<file path="src/mem_pkg.sv">
package mem_pkg;

  localparam int buf_depth      = 1024;
  localparam int buf_addr_width = 10;
  localparam int buf_word_width = 64;   // Two full-mode beats

  localparam int axil_addr_width = 12;
  localparam int axil_data_width = 32;

  localparam logic [axil_addr_width-1:0] status_addr = '0;

endpackage

</file>
<file path="src/axil_status.sv">
`timescale 1ns/1ns

module axil_status (
  input  logic                                 axi_clk,
  input  logic                                 axi_reset_n,
  input  logic                                 awvalid_i,
  input  logic                                 wvalid_i,
  input  logic [mem_pkg::axil_addr_width-1:0]  awaddr_i,
  input  logic [mem_pkg::axil_data_width-1:0]  wdata_i,
  input  logic                                 arvalid_i,
  input  logic [mem_pkg::axil_addr_width-1:0]  araddr_i,
  input  logic                                 rready_i,
  input  logic                                 done_i,
  output logic                                 awready_o,
  output logic                                 wready_o,
  output logic                                 arready_o,
  output logic                                 rvalid_o,
  output logic [mem_pkg::axil_data_width-1:0]  rdata_o,
  output logic                                 restart_o
);

  logic                                wr_accept;
  logic                                rd_busy;   // Address taken, response pending
  logic [mem_pkg::axil_addr_width-1:0] rd_addr;

  // Address and data must arrive together
  assign wr_accept = awvalid_i && wvalid_i;
  assign awready_o = wr_accept;
  assign wready_o  = wr_accept;
  assign restart_o = wr_accept && awaddr_i == mem_pkg::status_addr && wdata_i[0];

  assign arready_o = 1'b1;

  always_ff @(posedge axi_clk or negedge axi_reset_n) begin
    if (!axi_reset_n) begin
      rd_busy <= 1'b0;
    end else if (!rd_busy) begin
      if (arvalid_i) rd_busy <= 1'b1;
    end else if (rready_i) begin
      rd_busy <= 1'b0;
    end
  end

  always_ff @(posedge axi_clk) begin
    if (!rd_busy && arvalid_i) begin
      rd_addr <= araddr_i;
    end
  end

  assign rvalid_o = rd_busy;
  assign rdata_o  = {{(mem_pkg::axil_data_width - 1){1'b0}},
                     done_i && rd_addr == mem_pkg::status_addr};

endmodule

</file>
<file path="config.mk">
export PLATFORM = sky130hd
export DESIGN_NAME = axil_status
export DESIGN_NICKNAME = d
export VERILOG_FILES = /design/src/mem_pkg.sv /design/src/axil_status.sv
export SDC_FILE = /design/constraint.sdc
export NUM_CORES = 1
export LEC_CHECK = 0
export ABC_AREA = 1
export ABC_CLOCK_PERIOD_IN_PS = 2500
export BUFFER_PORTS_ARGS = -buffer_cell sky130_fd_sc_hd__buf_4
export CAP_MARGIN = 5
export CORE_AREA = 2 2 58 49
export CTS_CLUSTER_DIAMETER = 80
export DETAILED_ROUTE_END_ITERATION = 10
export DIE_AREA = 0 0 60 51
export GPL_ROUTABILITY_DRIVEN = 0
export PLACE_DENSITY_LB_ADDON = 0.08
export SYNTH_ARGS = -nofsm -noshare
export SYNTH_HDL_FRONTEND = slang
export SYNTH_SLANG_ARGS = --single-unit
export TNS_END_PERCENT = 30
</file>
<file path="constraint.sdc">
create_clock -name axi_clk -period 2.5 [get_ports axi_clk]
set_input_delay 0.125 -clock axi_clk [delete_from_list [all_inputs] [get_ports axi_clk]]
set_output_delay 0.125 -clock axi_clk [all_outputs]
set_load 0.005 [all_outputs]
</file>
==> results of run 1 <==
## how the worst min path moves through the flow
| stage | startpoint | to | slack (ps) |
|---|---|---|---|
| CTS | araddr_i[10] | rd_addr[10] | 6 |
| finish | araddr_i[10] | rd_addr[10] | 30 |
| floorplan | axi_reset_n | rvalid_o | -170 |
| detailed placement | axi_reset_n | rvalid_o | -100 |
| global route | araddr_i[0] | rd_addr[0] | 4 |
| global placement | axi_reset_n | rvalid_o | -100 |
## cell families (layout without fill, tap and decap cells)
logic type | after synthesis | in the layout | synth area share
AO/OA/AOI/OAI | 1 | 1 | 0.00611
buffers and inverters | 50 | 58 | 0.381
flip-flops | 13 | 13 | 0.471
other | 2 | 32 | 0.00918
AND/OR/NAND/NOR | 24 | 24 | 0.133
## placed cells by master, fill, tap and decap left out
cell type,Yosys,final
dfrtp_1,1,1
nand2_1,12,12
clkbuf_4,0,3
nor2_1,9,9
clkbuf_1,0,1
edfxtp_1,12,12
nor3b_2,2,2
buf_4,33,36
nand3_1,1,1
inv_1,17,17
dlygate4sd3_1,0,1
o21ai_0,1,1
conb_1,2,32
## routing by layer
| layer | part of all wire | routed length (um) | vias to the layer above |
|---|---|---|---|
| li1 | - | - | 277 |
| met1 | 0.38 | 446 | 234 |
| met2 | 0.54 | 636 | 33 |
| met3 | 0.081 | 95 | 0 |
| met4 | 0 | 0 | 0 |
| met5 | 0 | 0 | - |
## final cells by class
type | instances | area (um^2)
well taps | 38 | 47.5
flip-flops and latches | 13 | 385
inverters | 17 | 63.8
clock buffers | 4 | 26.3
fillers | 266 | 1540
multi-input cells | 57 | 234
repair buffers | 37 | 280
## state kept, by name, indices dropped and copies added, names as in the netlist
name / cells
rvalid_o: 1
rd_addr: 12
## through the flow
step	cell area, um^2	utilization	hold WS [ps]
global placement	1000	0.389	-99.1
finish	1040	0.403	25.9
floorplan	931	-	-171
global route	1040	0.403	4.07
CTS	1040	0.403	6.24
detailed placement	1000	0.389	-98.1
## worst max-delay path, delay by kind of cell (launching register included)
family                 cells  cell delay [ps]
buffers and inverters      2              180
flip-flops                 1              360
AND/OR/NAND/NOR            4              330
## repair_timing
action                     in CTS  in global routing
setup endpoints to repair       0                  0
hold buffers                    1                  0
buffers inserted                0                  0
hold endpoints to repair        1                  0
## power by group through the flow
stage / logic (uW) / registers [uW] / clock network, uW
6_report: 78.5 / 263 / 126
5_1_grt: 91.3 / 264 / 145
4_1_cts: 78.8 / 263 / 140
3_5_place_dp: 77.6 / 268 / 0
3_3_place_gp: 76.6 / 267 / 0
2_1_floorplan: 68.2 / 267 / 0
==> impl_results.md, run 1 <==
* Outcome: finished clean
* CP max stage delay at 360 ps
* Met2 Track Usage GR at 0.127
* Setup CP Type: flip-flop to primary output
* Sequential share of the synthesized area at 0.471
* Startpoint types: flip-flop
* Synth top cells by count: buf_4 (33), inv_1 (17), edfxtp_1 (12), nand2_1 (12), nor2_1 (9)
* Skew final at 1.17 ps
* Pwr per Cell Area at 450 nW/um^2
* Minimum clock period at 1260 ps
* Synth area leader: edfxtp_1
* CTS tree: built
* P_leak at 0.000558 uW
* Grt ovf at 0
* Flop pwr share at 0.562
* Core area at 2570 um^2
* GR met1 Demand/Resource at 0.101
* R2r setup slk at 1290 ps
* DRC violations left at 0
* Root buffer cell: clkbuf_4
* Final Hold Fails at 0
* Die W at 60 um
* Final Non-Filler Cells at ~170
* Placed cells at 161
* Final net count at 192
* Hold path depth at 1
* Power share of the combinational group at 0.168
* Gr usage total at 0.0815
* Crit path cell chain: inv_1 > nand2_1 > nor2_1 > nand2_1 > nor2_1 > buf_4
* Number of global-route vias before repair at 458
* Final TNS setup at 0 ps
* Psw at 105 uW
* Port Buf Inserts at 36
* Clock Power Share at 0.270
* R2R depth at 3
* Mapped Cells at 90
* Ys Warns at 0
* Final Setup Violations at 0
* Setup crit end: rdata_o[0]
* Top cell type's share of synthesized area at 0.440
* Worst IR drop on VDD at 0.000215 V
* Largest net degree at the start of global routing at 13
* Post-Syn Area at around 820 um^2
* Synth Flop Type: edfxtp_1
* Chip height at roughly 51 um
* CTS H-tree lvls at 1
* Count leader, synth: buf_4
* Power, Total at 467 uW
* Max Fclk at 796 MHz
* Die ar. at ~3000 um^2
* Std-Cell Rows at 17
* # resized after CTS at 0
* Max clock buf depth at 2
* Period utilization at 0.502
* Initial antenna violation count at 0
* Critical Path Source: rd_addr[8]
* Worst Path Required at 2380 ps
* Synth unique cells at 10
* GR peak layer: met2
* DR vias/cell at 3.28
* Final worst setup slack at 1240 ps
* Met3 GRT Util at 0.0228
* Hpwl dp at ~970 um
* Post-synth ARST share at 0.0769
* Routed WL at ~1200 um
* Pre-CTS setup slack at roughly 1300 ps
* Worst Path Max Fanout at 1
* CTS sink count at 13
* N_diodes at 0
* Iteration-0 DRC count of the detailed router at 2
* Vias after detailed routing at ~540
* CTS clk-pin slew, worst paths at 80 ps
* Unrepaired setup endpoints after global routing: false
* Crit Reg-Reg Endpoint: rd_addr[0]
* Num CTS Buffers at 3
* Sw frac at 0.224
* Avg WL per Cell at 7.10 um
* Number of synthesized flops with an enable pin at 12
* Worst-skew pair later-pin latency at 270 ps
* Avg Inst Size Synth at 9.09 um^2
* First-pass GRT wire length at between 1500 and 2000 um
* Internal cell power at 362 uW
* Dominant cells by area after synthesis: edfxtp_1 (44%), buf_4 (30%), inv_1 (7.8%), nand2_1 (5.5%), nor2_1 (4.1%)
* Hold WC Path Type: input port to flip-flop
* Slowest-stage cell, CP: edfxtp_1
* Num ports at 100
* Initial Util at 0.318
* Layout cells sized above 1 at 0.320
* First-pass detailed-route iteration total at 2
* Worst setup EP type: primary output
* Critical path arrival at around 1100 ps
* Final Max Slew Viols at 0
* Max-Cap Viols at 0
* Yosys reg bits at 13
* Area grow syn2layout at 26.8%
* Worst r2r src: rvalid_o
* Routed Antenna Nets at 0
No activity file was read; power rests on OpenSTA's default activity.
==> inputs of run 2 (changes only) <==
--- a/config.mk
+++ b/config.mk
@@ -5,14 +5,14 @@
 export SDC_FILE = /design/constraint.sdc
 export NUM_CORES = 1
 export LEC_CHECK = 0
-export ABC_AREA = 1
-export ABC_CLOCK_PERIOD_IN_PS = 2500
+export ABC_AREA = 0
+export ABC_CLOCK_PERIOD_IN_PS = 1200
 export BUFFER_PORTS_ARGS = -buffer_cell sky130_fd_sc_hd__buf_4
 export CAP_MARGIN = 5
-export CORE_AREA = 2 2 58 49
+export CORE_AREA = 2 2 59 50
 export CTS_CLUSTER_DIAMETER = 80
 export DETAILED_ROUTE_END_ITERATION = 10
-export DIE_AREA = 0 0 60 51
+export DIE_AREA = 0 0 61 52
 export GPL_ROUTABILITY_DRIVEN = 0
 export PLACE_DENSITY_LB_ADDON = 0.08
 export SYNTH_ARGS = -nofsm -noshare
==> constraint.sdc (replaced) <==
create_clock -name axi_clk -period 1.2 [get_ports axi_clk]
set_input_delay 0.06 -clock axi_clk [delete_from_list [all_inputs] [get_ports axi_clk]]
set_output_delay 0.06 -clock axi_clk [all_outputs]
set_load 0.005 [all_outputs]
==> impl_results.md, run 2 <==
* Outcome: finished, violations left
* Failing checks: negative setup slack
* Die W at 61 um (+1.7%)
* Initial Util at 0.282 (-0.0363)
* Skew final at 0.946 ps (-0.220 ps)
* Ys Warns at 0 (unchanged)
* Number of global-route vias before repair at 442 (-3.5%)
* Number of synthesized flops with an enable pin at 12 (unchanged)
* CTS sink count at 13 (unchanged)
* Avg WL per Cell at 9.17 um (+29%)
* N_diodes at 0 (unchanged)
* Critical path arrival at 1260 ps (+130 ps)
* Worst IR drop on VDD at 0.000883 V (+310%)
* Final TNS setup at -123 ps (-123 ps)
* Worst setup EP type: primary output
* Vias after detailed routing at 508 (-6.6%)
* First-pass detailed-route iteration total at 4 (+2)
* Top cell type's share of synthesized area at 0.489 (+0.0486)
* CTS clk-pin slew, worst paths at 80 ps (about the same)
* Avg Inst Size Synth at 11.9 um^2 (+31%)
* Initial antenna violation count at 0 (unchanged)
* Final Hold Fails at 0 (unchanged)
* Count leader, synth: buf_4
* Pre-CTS setup slack at 107 ps (-1170 ps)
* Period utilization at 1.10
* Pwr per Cell Area at 910 nW/um^2 (+100%)
* Hpwl dp at 1050 um (+7.5%)
* Multi-input gate area at 228 um^2 (-2.7%)
* Post-Syn Area at 737 um^2 (-9.9%)
* Num CTS Buffers at 3 (unchanged)
* Chip height at 52 um (+2.0%)
* Crit Reg-Reg Endpoint: rd_addr[0]
* Layout cells sized above 1 at 0.389 (+0.0691)
* Critical hold path startpoint: rready_i
* Startpoint types: flip-flop
* Max clock buf depth at 2 (unchanged)
* Hold WC Path Type: input port to flip-flop
* Hold slack at 59.0 ps (+33.1 ps)
* Worst Hold Endpoint: rvalid_o
* Gr usage total at 0.0837 (+0.00218)
* Most frequent cells in the layout: buf_4 (37), conb_1 (32), dlygate4sd3_1 (13)
* Largest net degree at the start of global routing at 14 (+1)
* Core area at 2620 um^2 (+1.7%)
* Sequential share of the synthesized area at 0.523 (+0.0520)
* Max Fclk at roughly 760 MHz
* Port Buf Inserts at 36 (unchanged)
* Routed Antenna Nets at 0 (unchanged)
* Grt ovf at 0 (unchanged)
* Post-CTS Setup Inserts at 0 (unchanged)
* R2r setup slk at 160 ps (-1130 ps)
* Mapped Cells at 62 (-31%)
* Root buffer cell: clkbuf_4
* Worst r2r src: rvalid_o
* Unrepaired setup endpoints after global routing: true
* Synth area leader: edfxtp_1
* Iteration-0 DRC count of the detailed router at 7 (+5)
* GR peak layer: met2
* Routed WL at 1390 um (+18%)
* Worst-skew pair later-pin latency at 260 ps (about the same)
* DR vias/cell at 3.36 (+2.7%)
* Dominant cells by area after synthesis: edfxtp_1 (49%), buf_4 (34%), dfrtp_1 (3.4%), nor4_1 (3.4%), and4_1 (2.4%)
* Layout fillers at 258 (-3.0%)
* Area grow syn2layout at 49.1%
* Synth Flop Type: edfxtp_1
* Synth unique cells at 13 (+3)
* Met2 Track Usage GR at 0.147 (+0.0201)
* Final Setup Violations at 1 (+1)
* Final worst setup slack at -123 ps (-1370 ps)
* CTS tree: built
* P_leak at 0.000515 uW (-7.7%)
* Die ar. at 3170 um^2 (+3.7%)
* Worst Path Required at 1140 ps (-1240 ps)
* Largest register FFs at 12 (unchanged)
* Commonest non-fill, non-tap cell in the layout: buf_4
* Met3 GRT Util at 0.0448 (+0.0220)
* Num ports at 100 (unchanged)
* GR met1 Demand/Resource at 0.0952 (-0.00539)
* Post-synth ARST share at 0.0769 (unchanged)
* Final net count at 177 (-7.8%)
* Yosys reg bits at 13 (unchanged)
* Hold path depth at 3 (+2)
* Synth top cells by count: buf_4 (33), edfxtp_1 (12), nor4_1 (4)
* First-pass GRT wire length at 1880 um (+2.2%)
* Minimum clock period at 1320 ps
* Area after DPL at 930 um^2 (-7.1%)
* Worst Path Max Fanout at 1 (unchanged)
* Final Max Slew Viols at 0 (unchanged)
* Max-Cap Viols at 0 (unchanged)
* Most flop-heavy register: rd_addr
* Setup CP Type: flip-flop to primary output
* CTS H-tree lvls at 1 (unchanged)
* R2R depth at 2 (-1)
* Std-Cell Rows at 17 (unchanged)
* DRC violations left at 0 (unchanged)
* Flip-flop and latch area at 385 um^2 (unchanged)
* Fin area at 1100 um^2 (+5.9%)
run 2: changes by cell type after synthesis, moves of 2 or more:
cell	delta
nor4_1	+4
inv_1	-16
nand2_1	-12
nor3b_2	-2
and4_1	+2
nor3b_1	+2
nor2_1	-8
run 2: how the worst max path moves through the flow:
stage | start | endpoint | slack (ps)
2_1_floorplan | rvalid_o | rd_addr[0] | 40
3_3_place_gp | rd_addr[9] | rdata_o[0] | 140
3_5_place_dp | rd_addr[9] | rdata_o[0] | 110
4_1_cts | rd_addr[0] | rdata_o[0] | -160
5_1_grt | rd_addr[0] | rdata_o[0] | -220
6_report | rd_addr[3] | rdata_o[0] | -120
run 2: what timing repair did:
action,in CTS,in global routing
resized for setup,2,0
hold buffers,13,0
endpoints found under the setup margin,1,1
hold endpoints to repair,13,0
pin swaps,2,0
gates cloned,0,0
run 2: through the flow:
stage                     power [uW]  utilization  instances
after CTS                       1010        0.420        151
after floorplan                  685            -         92
after detailed placement         710        0.355        134
after global routing            1060        0.420        151
final                            999        0.420        151
after global placement           708        0.355        134
run 2: power breakdown:
part	internal, uW	total (uW)	leakage [uW]	switching, uW
sequential	537	552	0.000125	15.1
combinational	117	187	0.000375	70.2
clock	128	260	0.0000150	132
run 2: critical path, stage by stage, from the launching register on:
cell and delay (ps):
edfxtp_1 400, nor4_2 280, and4_1 220, buf_4 110
run 2: layout make-up:
type | count | area share
inverter | 1 | 0.00342
timing repair buffer | 50 | 0.371
clock buffer | 4 | 0.0239
tap | 38 | 0.0433
sequential | 13 | 0.351
multi-input combinational | 45 | 0.207
run 2: layer usage:
| layer | vias to the layer above | share of wire | routed length [um] |
|---|---|---|---|
| li1 | 249 | - | - |
| met1 | 226 | 0.37 | 510 |
| met2 | 33 | 0.56 | 774 |
| met3 | 0 | 0.072 | 100 |
| met4 | 0 | 0 | 0 |
| met5 | - | 0 | 0 |
run 2: cells by family (layout without fill, tap and decap cells):
kind of cell           after synthesis  after routing  synth area share
AOI/OAI and AO/OA                    1              1            0.0102
buffers and inverters               34             55             0.341
DFF                                 13             13             0.523
other                                2             32            0.0102
and+or+nand+nor                     12             12             0.115
==> inputs of run 3 (changes only) <==
--- a/config.mk
+++ b/config.mk
@@ -9,11 +9,12 @@
 export ABC_CLOCK_PERIOD_IN_PS = 1200
 export BUFFER_PORTS_ARGS = -buffer_cell sky130_fd_sc_hd__buf_4
 export CAP_MARGIN = 5
-export CORE_AREA = 2 2 59 50
+export CORE_AREA = 2 2 53 55
 export CTS_CLUSTER_DIAMETER = 80
 export DETAILED_ROUTE_END_ITERATION = 10
-export DIE_AREA = 0 0 61 52
+export DIE_AREA = 0 0 55 57
 export GPL_ROUTABILITY_DRIVEN = 0
+export GPL_TIMING_DRIVEN = 0
 export PLACE_DENSITY_LB_ADDON = 0.08
 export SYNTH_ARGS = -nofsm -noshare
 export SYNTH_HDL_FRONTEND = slang
==> impl_results.md, run 3 (synthesis gave the netlist of run 2 again) <==
* Worst setup EP type: primary output
* Most frequent cells in the layout: buf_4 (69), conb_1 (32), dlygate4sd3_1 (13)
* Slowest-stage cell, CP: edfxtp_1
* Final Hold Fails at 0 (unchanged)
* Final Max Slew Viols at 0 (unchanged)
* Layout cells sized above 1 at 0.524 (+0.135)
* Final TNS setup at -137 ps (-13.1 ps)
* Gr usage total at 0.0899 (+0.00618)
* Setup CP Type: flip-flop to primary output
* Met3 Routed Length at 228 um (+130%)
* Num ports at 100 (unchanged)
* Worst Path Required at 1140 ps (about the same)
* P_leak at 0.000693 uW (+34%)
* First-pass GRT wire length at 1990 um (+5.9%)
* Flip-flop and latch area at 385 um^2 (unchanged)
* Hold WC Path Type: input port to flip-flop
* First-pass detailed-route iteration total at 2 (-2)
* Worst Path Max Fanout at 1 (unchanged)
* Wire length on met2 at 716 um (-7.5%)
* Minimum clock period at 1340 ps (+13.1 ps)
* CTS tree: built
* Number of global-route vias before repair at 519 (+17%)
* Routed Antenna Nets at 0 (unchanged)
* Post-CTS Setup Inserts at 0 (unchanged)
* N_diodes at 0 (unchanged)
* Most flop-heavy register: rd_addr
* Unrepaired setup endpoints after global routing: true
* DR vias/cell at 3.45 (+2.5%)
* Port Buf Inserts at 36 (unchanged)
* Outcome: finished, violations left
* CTS H-tree lvls at 1 (unchanged)
* Grt ovf at 0 (unchanged)
* Vias after detailed routing at 607 (+19%)
* Skew final at 1.77 ps (+0.827 ps)
* Crit path cell chain: nor4_2 > and4_1 > buf_4
* Max Fclk at 748 MHz (-0.98%)
* Core area at 2620 um^2 (about the same)
* Routed WL at 1470 um (+5.8%)
* Chip height at 57 um (+9.6%)
* Largest net degree at the start of global routing at 14 (unchanged)
* DRC violations left at 0 (unchanged)
* Critical path arrival at 1280 ps (+20 ps)
* Multi-input gate area at 233 um^2 (+2.2%)
* Final net count at 209 (+18%)
* WL met1 at 492 um (-3.5%)
* CTS clk-pin slew, worst paths at 70 ps (about the same)
* Commonest non-fill, non-tap cell in the layout: buf_4
* Num CTS Buffers at 3 (unchanged)
* Largest register FFs at 12 (unchanged)
* CTS sink count at 13 (unchanged)
* Worst IR drop on VDD at 0.000745 V (-16%)
* Die ar. at 3140 um^2 (-1.2%)
* Iteration-0 DRC count of the detailed router at 4 (-3)
* Avg WL per Cell at 8.32 um (-9.2%)
* Std-Cell Rows at 19 (+2)
* Initial Util at 0.282 (about the same)
* Worst-skew pair later-pin latency at 270 ps (about the same)
* Layout fillers at 241 (-6.6%)
* Pre-CTS setup slack at -85.6 ps (-192 ps)
* Top Layer Used: met4
* Max clock buf depth at 2 (unchanged)
* Startpoint types: flip-flop
* Final worst setup slack at -137 ps (-13.1 ps)
* Root buffer cell: clkbuf_4
* Period utilization at 1.11 (+0.0109)
* Initial antenna violation count at 0 (unchanged)
* CP max stage delay at 380 ps (-20 ps)
* Die W at 55 um (-9.8%)
* Pwr per Cell Area at 810 nW/um^2 (-11%)
* Area grow syn2layout at 81.2%
* Max-Cap Viols at 0 (unchanged)
* Failing checks: negative setup slack
* Final Setup Violations at 1 (unchanged)
[run 3: cell count changes in the layout (fill, tap and decap cells not counted)]
cell,change
nor2b_2,-1
nor2b_4,+1
buf_4,+32
[run 3: report_power, final]
group	switching (uW)	total, uW	internal [uW]
Combinational	82.6	265	182
Clock	133	262	129
Sequential	17.3	555	537
[run 3: per-layer routing]
layer / global-route usage / up-vias
met5: 0 / -
met4: 0.0523 / 0
met3: 0.0236 / 4
met2: 0.158 / 42
met1: 0.0912 / 247
li1: - / 314
[run 3: repair_timing]
| action | 4_1_cts | 5_1_grt |
|---|---|---|
| resized for setup | 2 | 1 |
| hold endpoints to repair | 13 | 0 |
| pin swaps | 2 | 2 |
| endpoints found under the setup margin | 13 | 1 |
| cloned | 0 | 0 |
| hold buffers | 13 | 0 |
[run 3: worst max-delay path, delay by kind of cell (launching register included)]
family / cells / cell delay (ps)
buffers and inverters: 1 / 110
and+or+nand+nor: 2 / 520
DFF: 1 / 380
[run 3: final timing paths]
path | startpoint | to | slack, ps | cells past startpoint
worst min-delay path | rready_i | rvalid_o | 60 | 3
min in group asynchronous | axi_reset_n | rvalid_o | 90 | 2
worst max-delay path | rd_addr[9] | rdata_o[0] | -140 | 3
max in group asynchronous | axi_reset_n | rvalid_o | 1030 | 2
worst max register to register | rvalid_o | rd_addr[10] | 90 | 1
worst min register to register | rvalid_o | rvalid_o | 580 | 1
[run 3: per-stage QoR]
step,utilization,hold slack [ps],power [uW],instance area [um^2],instances
floorplan,-,-236,685,852,92
global placement,0.444,-164,780,1160,159
detailed placement,0.444,-164,783,1160,159
CTS,0.508,47.5,1090,1330,176
global route,0.511,82.7,1140,1340,176
finish,0.511,58.4,1080,1340,176
[run 3: final cells by class]
class / count / area share
buffer: 33 / 0.186
inverter: 1 / 0.00281
tap: 31 / 0.0291
clock buffer: 4 / 0.0197
sequential: 13 / 0.289
multi-input combinational: 45 / 0.174
timing repair buffer: 49 / 0.300
